**src/design/display_defines.svh**
```systemverilog
// timing and geometry constants for the 640x480 60 Hz flag display
// include wherever a coordinate width, phase length or flag bound is needed

`ifndef DISPLAY_DEFINES_SVH
`define DISPLAY_DEFINES_SVH

// screen coordinate width, covers 0..799 and 0..524
`define CORDW 10

// horizontal phases, in pixels
`define H_ACTIVE 640  // visible pixels
`define H_FRONT 16    // front porch
`define H_SYNC 96     // sync pulse
`define H_BACK 48     // back porch
`define H_TOTAL 800   // full line

// vertical phases, in lines
`define V_ACTIVE 480  // visible lines
`define V_FRONT 10    // front porch
`define V_SYNC 2      // sync pulse
`define V_BACK 33     // back porch
`define V_TOTAL 525   // full frame

// flag of Sweden, 16:10 area at the top of the screen
// rows from FLAG_BOTTOM down stay black
`define FLAG_BOTTOM 400

// cross bands, open intervals between LO and HI
`define CROSS_Y_LO 160  // horizontal bar top
`define CROSS_Y_HI 240  // horizontal bar bottom
`define CROSS_X_LO 200  // vertical bar left
`define CROSS_X_HI 280  // vertical bar right

`endif

```
**src/design/display_pkg.sv**
```systemverilog
// shared types for the display pipeline
// phase encodings for the sync machines and the 12-bit pixel colour

package display_pkg;

    // horizontal phase, in scan order
    typedef enum logic [1:0] {
        H_ACTIVE_S, // visible pixels
        H_FRONT_S,  // front porch
        H_SYNC_S,   // hsync low
        H_BACK_S    // back porch
    } h_phase_e;

    // vertical phase, in scan order
    typedef enum logic [1:0] {
        V_ACTIVE_S, // visible lines
        V_FRONT_S,  // front porch
        V_SYNC_S,   // vsync low
        V_BACK_S    // back porch
    } v_phase_e;

    // 4 bits per channel, red in the top nibble
    typedef struct packed {
        logic [3:0] red;
        logic [3:0] green;
        logic [3:0] blue;
    } rgb444_t;

    // palette
    localparam rgb444_t BLACK  = '{red: 4'h0, green: 4'h0, blue: 4'h0};
    localparam rgb444_t YELLOW = '{red: 4'hF, green: 4'hC, blue: 4'h0};
    localparam rgb444_t BLUE   = '{red: 4'h0, green: 4'h6, blue: 4'hA};

endpackage

```
**src/design/display_if.sv**
```systemverilog
// scan position and sync levels shared by the timing and pixel blocks
// counter drives position, fsm drives levels, sinks only read

`timescale 1ns/1ps
`include "display_defines.svh"

interface display_if;
    logic [`CORDW-1:0] sx;  // horizontal position
    logic [`CORDW-1:0] sy;  // vertical position
    logic line_end;         // last pixel of a line
    logic frame_end;        // last pixel of a frame
    logic hsync;            // active low
    logic vsync;            // active low
    logic de;               // visible area

    modport counter_mp (
        output sx, sy, line_end, frame_end
    );

    modport fsm_mp (
        input  sx, sy, line_end, frame_end,
        output hsync, vsync, de
    );

    modport sink_mp (
        input sx, sy, line_end, frame_end, hsync, vsync, de
    );
endinterface

```
**src/design/display_top.sv**
```systemverilog
// 640x480 flag test pattern, 12-bit colour on a DVI style port
// run clk_pix at the 25.2 MHz pixel rate, reset stands in for PLL lock

`timescale 1ns/1ps

module display_top import display_pkg::*; (
    input  logic       clk_pix,    // pixel clock
    input  logic       reset,      // sync, active high
    output logic       dvi_hsync,  // horizontal sync, active low
    output logic       dvi_vsync,  // vertical sync, active low
    output logic       dvi_de,     // data enable
    output logic [3:0] dvi_r,      // red
    output logic [3:0] dvi_g,      // green
    output logic [3:0] dvi_b       // blue
);

    display_if scan_bus ();  // position and sync levels

    rgb444_t paint;  // painter to output stage
    rgb444_t rgb_q;  // registered colour

    scan_counter scan_counter_inst (
        .clk_pix,
        .reset,
        .bus     (scan_bus.counter_mp)
    );

    sync_fsm sync_fsm_inst (
        .clk_pix,
        .reset,
        .bus     (scan_bus.fsm_mp)
    );

    flag_painter flag_painter_inst (
        .bus     (scan_bus.sink_mp),
        .paint
    );

    pixel_out_reg pixel_out_reg_inst (
        .clk_pix,
        .reset,
        .bus     (scan_bus.sink_mp),
        .paint,
        .hsync_q (dvi_hsync),
        .vsync_q (dvi_vsync),
        .de_q    (dvi_de),
        .rgb_q
    );

    // split colour onto the pins
    assign dvi_r = rgb_q.red;
    assign dvi_g = rgb_q.green;
    assign dvi_b = rgb_q.blue;

endmodule

```
**src/design/flag_painter.sv**
```systemverilog
// test pattern, flag of Sweden on the top 400 rows
// purely combinational, colour follows the current scan position

`timescale 1ns/1ps
`include "display_defines.svh"

module flag_painter import display_pkg::*; (
    display_if.sink_mp bus,   // scan position
    output rgb444_t    paint  // colour for this position
);

    localparam logic [`CORDW-1:0] FLAG_BOTTOM = `CORDW'(`FLAG_BOTTOM);
    localparam logic [`CORDW-1:0] CROSS_Y_LO  = `CORDW'(`CROSS_Y_LO);
    localparam logic [`CORDW-1:0] CROSS_Y_HI  = `CORDW'(`CROSS_Y_HI);
    localparam logic [`CORDW-1:0] CROSS_X_LO  = `CORDW'(`CROSS_X_LO);
    localparam logic [`CORDW-1:0] CROSS_X_HI  = `CORDW'(`CROSS_X_HI);

    logic below_flag;  // outside the 16:10 area
    logic in_hbar;     // horizontal bar of the cross
    logic in_vbar;     // vertical bar of the cross

    assign below_flag = (bus.sy >= FLAG_BOTTOM);
    assign in_hbar    = (bus.sy > CROSS_Y_LO) && (bus.sy < CROSS_Y_HI);
    assign in_vbar    = (bus.sx > CROSS_X_LO) && (bus.sx < CROSS_X_HI);

    // priority matters, black rows override the vertical bar
    always_comb begin
        if (below_flag) begin
            paint = BLACK;
        end else if (in_hbar) begin
            paint = YELLOW;
        end else if (in_vbar) begin
            paint = YELLOW;
        end else begin
            paint = BLUE;   // field
        end
    end

endmodule

```
**src/design/pixel_out_reg.sv**
```systemverilog
// pin register stage, one cycle of latency for sync, enable and colour
// colour is forced black outside the visible area

`timescale 1ns/1ps

module pixel_out_reg import display_pkg::*; (
    input  logic    clk_pix,      // pixel clock
    input  logic    reset,        // sync, active high
    display_if.sink_mp bus,       // sync levels
    input  rgb444_t paint,        // painter colour
    output logic    hsync_q,      // registered hsync
    output logic    vsync_q,      // registered vsync
    output logic    de_q,         // registered enable
    output rgb444_t rgb_q         // registered colour
);

    always_ff @(posedge clk_pix) begin
        if (reset) begin
            hsync_q <= 1'b1;      // syncs idle high
            vsync_q <= 1'b1;
            de_q    <= 1'b0;
            rgb_q   <= BLACK;
        end else begin
            hsync_q <= bus.hsync;
            vsync_q <= bus.vsync;
            de_q    <= bus.de;
            if (bus.de) begin
                rgb_q <= paint;
            end else begin
                rgb_q <= BLACK;   // blanking
            end
        end
    end

endmodule

```
**src/design/scan_counter.sv**
```systemverilog
// screen position counter for the 800x525 raster
// wraps sx every line and sy every frame, flags the last pixel of each

`timescale 1ns/1ps
`include "display_defines.svh"

module scan_counter (
    input  logic clk_pix,             // pixel clock
    input  logic reset,               // sync, active high
    display_if.counter_mp bus         // position out
);

    localparam logic [`CORDW-1:0] SX_LAST = `CORDW'(`H_TOTAL - 1);  // 799
    localparam logic [`CORDW-1:0] SY_LAST = `CORDW'(`V_TOTAL - 1);  // 524

    logic [`CORDW-1:0] sx;  // current column
    logic [`CORDW-1:0] sy;  // current row
    logic line_end;
    logic frame_end;

    // end pulses decode the live position
    assign line_end  = (sx == SX_LAST);
    assign frame_end = line_end && (sy == SY_LAST);

    always_ff @(posedge clk_pix) begin
        if (reset) begin
            sx <= '0;               // start at top left
            sy <= '0;
        end else if (line_end) begin
            sx <= '0;               // new line
            if (frame_end) begin
                sy <= '0;           // new frame
            end else begin
                sy <= sy + 1'b1;    // next row
            end
        end else begin
            sx <= sx + 1'b1;        // next pixel
        end
    end

    // drive the shared bus
    assign bus.sx        = sx;
    assign bus.sy        = sy;
    assign bus.line_end  = line_end;
    assign bus.frame_end = frame_end;

endmodule

```
**src/design/sync_fsm.sv**
```systemverilog
// horizontal and vertical phase machines for 640x480 timing
// state always matches the current sx/sy, syncs and de are decoded from it

`timescale 1ns/1ps
`include "display_defines.svh"

module sync_fsm import display_pkg::*; (
    input  logic clk_pix,         // pixel clock
    input  logic reset,           // sync, active high
    display_if.fsm_mp bus         // position in, sync levels out
);

    // last column of each horizontal phase, back porch ends on line_end
    localparam logic [`CORDW-1:0] H_ACT_LAST  = `CORDW'(`H_ACTIVE - 1);
    localparam logic [`CORDW-1:0] H_FP_LAST   = `CORDW'(`H_ACTIVE + `H_FRONT - 1);
    localparam logic [`CORDW-1:0] H_SYNC_LAST = `CORDW'(`H_ACTIVE + `H_FRONT + `H_SYNC - 1);

    // last row of each vertical phase, back porch ends on frame_end
    localparam logic [`CORDW-1:0] V_ACT_LAST  = `CORDW'(`V_ACTIVE - 1);
    localparam logic [`CORDW-1:0] V_FP_LAST   = `CORDW'(`V_ACTIVE + `V_FRONT - 1);
    localparam logic [`CORDW-1:0] V_SYNC_LAST = `CORDW'(`V_ACTIVE + `V_FRONT + `V_SYNC - 1);

    h_phase_e h_state;
    h_phase_e h_next;
    v_phase_e v_state;
    v_phase_e v_next;

    // horizontal, steps on the edge leaving each phase's last column
    always_comb begin
        h_next = h_state;
        case (h_state)
            H_ACTIVE_S: begin
                if (bus.sx == H_ACT_LAST) h_next = H_FRONT_S;   // into front porch
            end
            H_FRONT_S: begin
                if (bus.sx == H_FP_LAST) h_next = H_SYNC_S;     // sync pulse starts
            end
            H_SYNC_S: begin
                if (bus.sx == H_SYNC_LAST) h_next = H_BACK_S;   // sync released
            end
            H_BACK_S: begin
                if (bus.line_end) h_next = H_ACTIVE_S;          // back to column 0
            end
            default: h_next = H_ACTIVE_S;
        endcase
    end

    // vertical, only moves at the end of a line
    always_comb begin
        v_next = v_state;
        if (bus.line_end) begin
            case (v_state)
                V_ACTIVE_S: begin
                    if (bus.sy == V_ACT_LAST) v_next = V_FRONT_S;
                end
                V_FRONT_S: begin
                    if (bus.sy == V_FP_LAST) v_next = V_SYNC_S;
                end
                V_SYNC_S: begin
                    if (bus.sy == V_SYNC_LAST) v_next = V_BACK_S;
                end
                V_BACK_S: begin
                    if (bus.frame_end) v_next = V_ACTIVE_S;     // frame wrap
                end
                default: v_next = V_ACTIVE_S;
            endcase
        end
    end

    always_ff @(posedge clk_pix) begin
        if (reset) begin
            h_state <= H_ACTIVE_S;  // (0,0) is visible
            v_state <= V_ACTIVE_S;
        end else begin
            h_state <= h_next;
            v_state <= v_next;
        end
    end

    // level decodes, both syncs negative polarity
    assign bus.hsync = (h_state != H_SYNC_S);
    assign bus.vsync = (v_state != V_SYNC_S);
    assign bus.de    = (h_state == H_ACTIVE_S) && (v_state == V_ACTIVE_S);

endmodule

```
**config.mk**
```make
export PLATFORM = sky130hd
export DESIGN_NAME = display_top
export DESIGN_NICKNAME = d
export VERILOG_FILES = /design/src/design/display_pkg.sv /design/src/design/display_if.sv /design/src/design/display_top.sv /design/src/design/flag_painter.sv /design/src/design/pixel_out_reg.sv /design/src/design/scan_counter.sv /design/src/design/sync_fsm.sv
export VERILOG_INCLUDE_DIRS = /design/src /design/src/design
export SDC_FILE = /design/constraint.sdc
export NUM_CORES = 1
export LEC_CHECK = 0
export BUFFER_PORTS_ARGS = -buffer_cell sky130_fd_sc_hd__buf_4
export CAP_MARGIN = 10
export CORE_MARGIN = 2
export CORE_UTILIZATION = 50
export DETAILED_ROUTE_END_ITERATION = 8
export PLACE_DENSITY = 0.74
export SLEW_MARGIN = 25
export SYNTH_ARGS = -nofsm -noshare
export SYNTH_HDL_FRONTEND = slang
export SYNTH_SLANG_ARGS = --single-unit
```
**constraint.sdc**
```tcl
create_clock -name clk_pix -period 1.77 [get_ports clk_pix]
set_clock_uncertainty 0.05 [all_clocks]
set_input_delay 0.0885 -clock clk_pix [delete_from_list [all_inputs] [get_ports clk_pix]]
set_output_delay 0.0885 -clock clk_pix [all_outputs]
set_load 0.02 [all_outputs]
```
* Word level (Yosys, flattened, before mapping) *
Index checks and enable logic that the tools add are counted.

cells by class
  add/subtract/negate cells = 2
  multipliers = 0
  div/mod/pow operators = 0
  order comparisons = 5
  eq/ne operators = 24
  shift-type cells = 0
  muxes and demuxes = 13
  bitwise gates (word level) = 1
  reduce and logical (&&, ||, !) cells = 11

operator list
  cell                   count
  $eq 10x10->1 const B   5
  $eq 10x9->1 const B    3
  $mux 12                2
  $add 10x1->10 const B  2
  $gt 10x8->1 const B    2
  $mux 2                 8
  $pmux 2 s4             2
  $ne 2x1->1 const B     7
  $ge 10x9->1 const B    1
  $lt 10x8->1 const B    1
  $lt 10x9->1 const B    1
  $mux 10                1
  $eq 2x2->1 const B     4
  $ne 2x2->1 const B     3
  $reduce_and 5->1       1
  $eq 2x1->1 const B     2
  $logic_and 1x1->1      4
  $logic_not 2->1        2
  $reduce_and 4->1       1
  $reduce_or 4->1        1
  $reduce_or 3->1        1
  $reduce_or 2->1        1
  $not 1->1              1

storage, ports and cells
  bits in registers = 39
  bits in latches = 0
  memory bits (writable) = 0
  memory bits (read-only) = 0
  input port bits = 2
  output and inout port bits = 15
  word-level logic and storage cells = 67
  memories = 0

* Longest topological paths before layout *
  depth after elaboration = 4
  depth in mapped cells = 7
  mapped depth without buffers = 7

* Hierarchy *
A second synthesis with hierarchy kept.

unflattened totals
  cells, all modules = 226
  area total of the unflattened synthesis = 2052.0 µm²

by module, submodules not included
  module         times used  cells each  area an instance (µm²)  sequential area each (µm²)
  scan_counter   1           112         952.2                   400.4
  sync_fsm       1           55          471.7                   80.1
  pixel_out_reg  1           32          440.4                   300.3
  flag_painter   1           27          187.7                   0.0

* Worst setup path before layout *
OpenSTA, ideal clock, no wires.

  kind = register to register
  start point = reg scan_counter_inst.sy[0] (netlist: scan_counter_inst.bus.sy[0])
  end point = reg, netlist name pixel_out_reg_inst.rgb_q[10]
  setup time = 0.115 ns
  arrival = 1.587 ns
  data required time = 1.605 ns
  path slack = 0.018 ns
  stages on the path, launching flop included = 8
  path buffers = 0
  clock period less this slack = 1.752 ns
  path through = dfxtp_1 -> inv_1 -> ha_1 -> or4b_2 -> a21oi_1 -> nand4b_1 -> o21ai_0 -> and2_1

on the way
  longest elaborated chain between the ends = 3
  elaborated cells on any way between the ends = 6
  classes of those cells = 3 x order compare; 1 x mux; 2 x reduce/logical

ends and longest elaborated chain
  element                                            RTL line            RTL
  start, declared                                    scan_counter.sv:17  logic [`CORDW-1:0] sy;
  start signal, assigned                             scan_counter.sv:34  sy <= sy + 1'b1;
  $gt 10x8->1 / $lt 10x8->1 (equally long branches)  flag_painter.sv:23  assign in_hbar = (bus.sy > CROSS_Y_LO) && (bus.sy < CROSS_Y_HI);
  $logic_and 1x1->1                                  flag_painter.sv:23
  $mux 12                                            flag_painter.sv:30  end else if (in_hbar) begin

Several ways; a longest one is shown, not always the timed one.
A chain may end at the register's enable or synchronous reset.

* Final worst setup path *
  start point = reg scan_counter_inst.sy[6] (netlist: scan_counter_inst.bus.sy[6])
  end point = reg sync_fsm_inst.v_state[0]

on the way
  longest elaborated chain between the ends = 4
  elaborated cells on any way between the ends = 10
  classes of those cells = 8 x eq/ne; 2 x reduce/logical

ends and longest elaborated chain
  element                              RTL line            RTL
  $eq 10x10->1                         scan_counter.sv:23  assign frame_end = line_end && (sy == SY_LAST);
  $logic_and 1x1->1                    scan_counter.sv:23
  $ne 2x1->1 (no source line)          --
  $reduce_and 5->1 (no source line) *  --
  end signal, assigned                 sync_fsm.sv:76      v_state <= v_next;
  end, declared                        sync_fsm.sv:25      v_phase_e v_state;

Mark *: on every way between the ends. The rest lies on a longest branch, timed or not.

==> results.sh <==
export IMPL_setup_viol=0
export IMPL_grt_pass1_vias=1455
export IMPL_clkTransAtPathRegs_ns=0.09
export IMPL_worstReg2RegStart="scan_counter_inst.bus.sy[6]"
export IMPL_muxShareOfSynthArea_pct=0
export IMPL_rsz0062_at_grt="yes"
export IMPL_startpoint_type="flop"
export IMPL_clock_path_buffers=2
export IMPL_status="complete, no violations"
export IMPL_yosysMostFrequentCell="dfxtp_1"
export IMPL_multiInputGateArea_um2=1067
export IMPL_dieArea_um2=3891
export IMPL_crit_fanout=5
export IMPL_fin_util_pct=65.19
export IMPL_ys_async_sr_fraction_pct=0
export IMPL_drt_pass1_iterations=4
export IMPL_gp_congestion=0.8654
export IMPL_syn_cell_area_um2=1704
export IMPL_synth_common_cells="dfxtp_1, nor2_1, ha_1"
export IMPL_synthSimpleGateAreaFrac_pct=25.92
export IMPL_port_buffers=13
export IMPL_worstPathRequired_ns=1.96
export IMPL_clk_latency_ns=0.33
export IMPL_num_vias=1463
export IMPL_p_per_area_nw_per_um2=655.0
export IMPL_yosysWarnings=0
export IMPL_synth_compound_area_share_pct=12.56
export IMPL_place_area_um2=1966
export IMPL_synth_flop_cell="dfxtp_1"
export IMPL_synth_fa_ha_area_share_pct=10.28
export IMPL_fin_total_pwr_uw=1414
export IMPL_yosysTopAreaCellShare_pct=35.24
export IMPL_area_growth_pct=26.65
export IMPL_dp_hpwl_um=2712
export IMPL_p_leak_uw=0.0008474
export IMPL_ant_nets=0
export IMPL_synthTopCellsByArea="dfxtp_1, ha_1, xor2_1"
export IMPL_worstSetupStartpoint="scan_counter_inst.bus.sy[6]"
export IMPL_rrSetupSlack_ns=0.005
export IMPL_clock_root_buffer="clkbuf_4"
export IMPL_crit_path_end_kind="flop"
export IMPL_h_tree_depth=2
export IMPL_synthXorXnorAreaFrac_pct=7.709
export IMPL_worstRegToRegCells=5
export IMPL_std_cell_rows=21
export IMPL_nNetsFinal=241
export IMPL_synth_area_per_cell_um2=9.017
export IMPL_tritoncts="done"
export IMPL_wl_per_cell_um=13.86
export IMPL_grtUsageTotal_pct=20.32
export IMPL_hold_path_class="flop to flop"
export IMPL_synth_largest_area_cell="dfxtp_1"
export IMPL_die_h_um=62.38
export IMPL_fin_tns_setup_ns=0
export IMPL_ff_latch_area_um2=610.6
export IMPL_antenna_found_initial=0
export IMPL_synth_distinct_cells=43
export IMPL_ir_drop_uv=400.4
export IMPL_cts_sinks=30
export IMPL_diodes=0
export IMPL_synth_enable_flop_cells=0
export IMPL_criticalPathCategory="flop to flop"
export IMPL_drt_iter0_drc=83
export IMPL_totalWireLength_um=3771
export IMPL_endpoint="sync_fsm_inst.v_state[0]"
export IMPL_synthCells=189
export IMPL_cp_arrival_ns=1.96
export IMPL_fin_area_um2=2158
export IMPL_drv_slew=0
export IMPL_post_route_period_util_pct=99.75
export IMPL_start_util_pct=51.47
export IMPL_vias_per_cell=5.379
export IMPL_fillers=270
export IMPL_route_detailed_drc=0
export IMPL_cts_buffers=5
export IMPL_grt_max_degree=16
export IMPL_synth_top_family_by_area="simple AND/OR/NAND/NOR gates"
export IMPL_top_level_ports=17
export IMPL_drive_above_1_share_pct=34.51
export IMPL_grt_pass1_wl_um=6285
export IMPL_seq_area_frac_synth_pct=35.24
export IMPL_overflow=0
export IMPL_synth_seq_cells=30
export IMPL_die_x_um=62.38
export IMPL_core_um2=3311
export IMPL_clock_fmax_mhz=566.4
export IMPL_drv_cap=0
export IMPL_period_minus_slack_ns=1.765
export IMPL_timing_hold_violations_final=0
export IMPL_r2r_end="sync_fsm_inst.v_state[0]"
## per-stage QoR
stage / instances / hold slack [ns] / setup slack (ns)
after floorplan: 191 / 0.1106 / 0.01764
after CTS: 272 / 0.4822 / 0.002037
after global routing: 272 / 0.5223 / -0.1027
after global placement: 262 / 0.3348 / 0.01738
after detailed placement: 262 / 0.3467 / -0.07141
final: 272 / 0.5014 / 0.004512
## critical path, cell delays in order, from the launching register on
cell,delay (ns)
dfxtp_1,0.43
nand4b_1,0.20
o41a_1,0.45
nor3_4,0.21
a21oi_2,0.10
a311oi_2,0.24
## cells in the final DEF (no fill, tap or decap), types with 2 or more instances in the layout
cell type  synthesis  routed
a21oi_1           10       7
a21oi_2            0       3
and2_1             2       2
and3_1            10       9
buf_4              9      37
buf_6              1       3
clkbuf_4           0       5
conb_1             1       3
dfxtp_1           30      22
dfxtp_2            0       8
ha_1              14      11
ha_4               0       2
inv_1             11       8
inv_2              0       3
nand2_1            9       8
nand3_1            9       9
nand3b_1           2       2
nand4_1            3       3
nand4b_1           2       2
nor2_1            19      19
nor3_1             6       6
o21a_1             2       2
o21ai_0            3       2
o31ai_1            5       5
or3_1              2       2
xnor2_1            5       5
xor2_1            10      10
## power breakdown
| part | internal (µW) | leakage [µW] | switching (µW) |
|---|---|---|---|
| clock network | 192 | 0.0000353 | 236 |
| logic | 108 | 0.000565 | 146 |
| registers | 709 | 0.000247 | 22.7 |
| total | 1010 | 0.000847 | 405 |
## worst min-delay path by stage
stage | from | end | slack (ns) | depth (start not counted)
6_report | scan_counter_inst.bus.sy[4] | scan_counter_inst.bus.sy[4] | 0.50 | 2
5_1_grt | scan_counter_inst.bus.sy[6] | scan_counter_inst.bus.sy[6] | 0.52 | 2
2_1_floorplan | reset | sync_fsm_inst.v_state[0] | 0.11 | 1
4_1_cts | scan_counter_inst.bus.sy[4] | scan_counter_inst.bus.sy[4] | 0.48 | 2
3_3_place_gp | reset | scan_counter_inst.bus.sy[1] | 0.33 | 2
3_5_place_dp | reset | scan_counter_inst.bus.sx[4] | 0.35 | 2
## cells by family after synthesis
group           count (synthesis)
other cells                     1
compound gates                 29
simple gates                   75
xor+xnor                       15
buf+inv                        25
fa+ha+maj                      14
flops                          30
## routing by layer
layer	vias up	share of wire [%]	GRT usage [%]
met5	-	0	0
met4	0	1.4	5.278
met3	7	3.8	5.946
met2	33	52	37.77
met1	699	43	22.60
li1	724	-	-
## cell type report
class / count / share of cell area [%]
Clock buffer: 7 / 2.551
Clock inverter: 1 / 0.2319
Inverter: 11 / 1.913
Multi-Input combinational cell: 136 / 49.45
Sequential cell: 30 / 28.29
Tap cell: 46 / 2.667
Timing Repair Buffer: 41 / 14.90
## timing repair
action / CTS / global route
gates resized for setup: 20 / 12
pin swaps: 6 / 8
buffers inserted: 1 / 1
endpoints found under the hold margin: 7 / 0
hold buffers: 1 / 0
setup endpoints to repair: 6 / 9
cloned: 0 / 0
## registers in the layout, summed over array words and instances, names as in the netlist
signal / cells
pixel_out_reg_inst.vsync_q: 1
sync_fsm_inst.v_state: 2
pixel_out_reg_inst.rgb_q: 3
scan_counter_inst.bus.sx: 10
pixel_out_reg_inst.de_q: 1
pixel_out_reg_inst.hsync_q: 1
sync_fsm_inst.h_state: 2
scan_counter_inst.bus.sy: 10
Note: power is estimated with default switching activity, not from simulation.
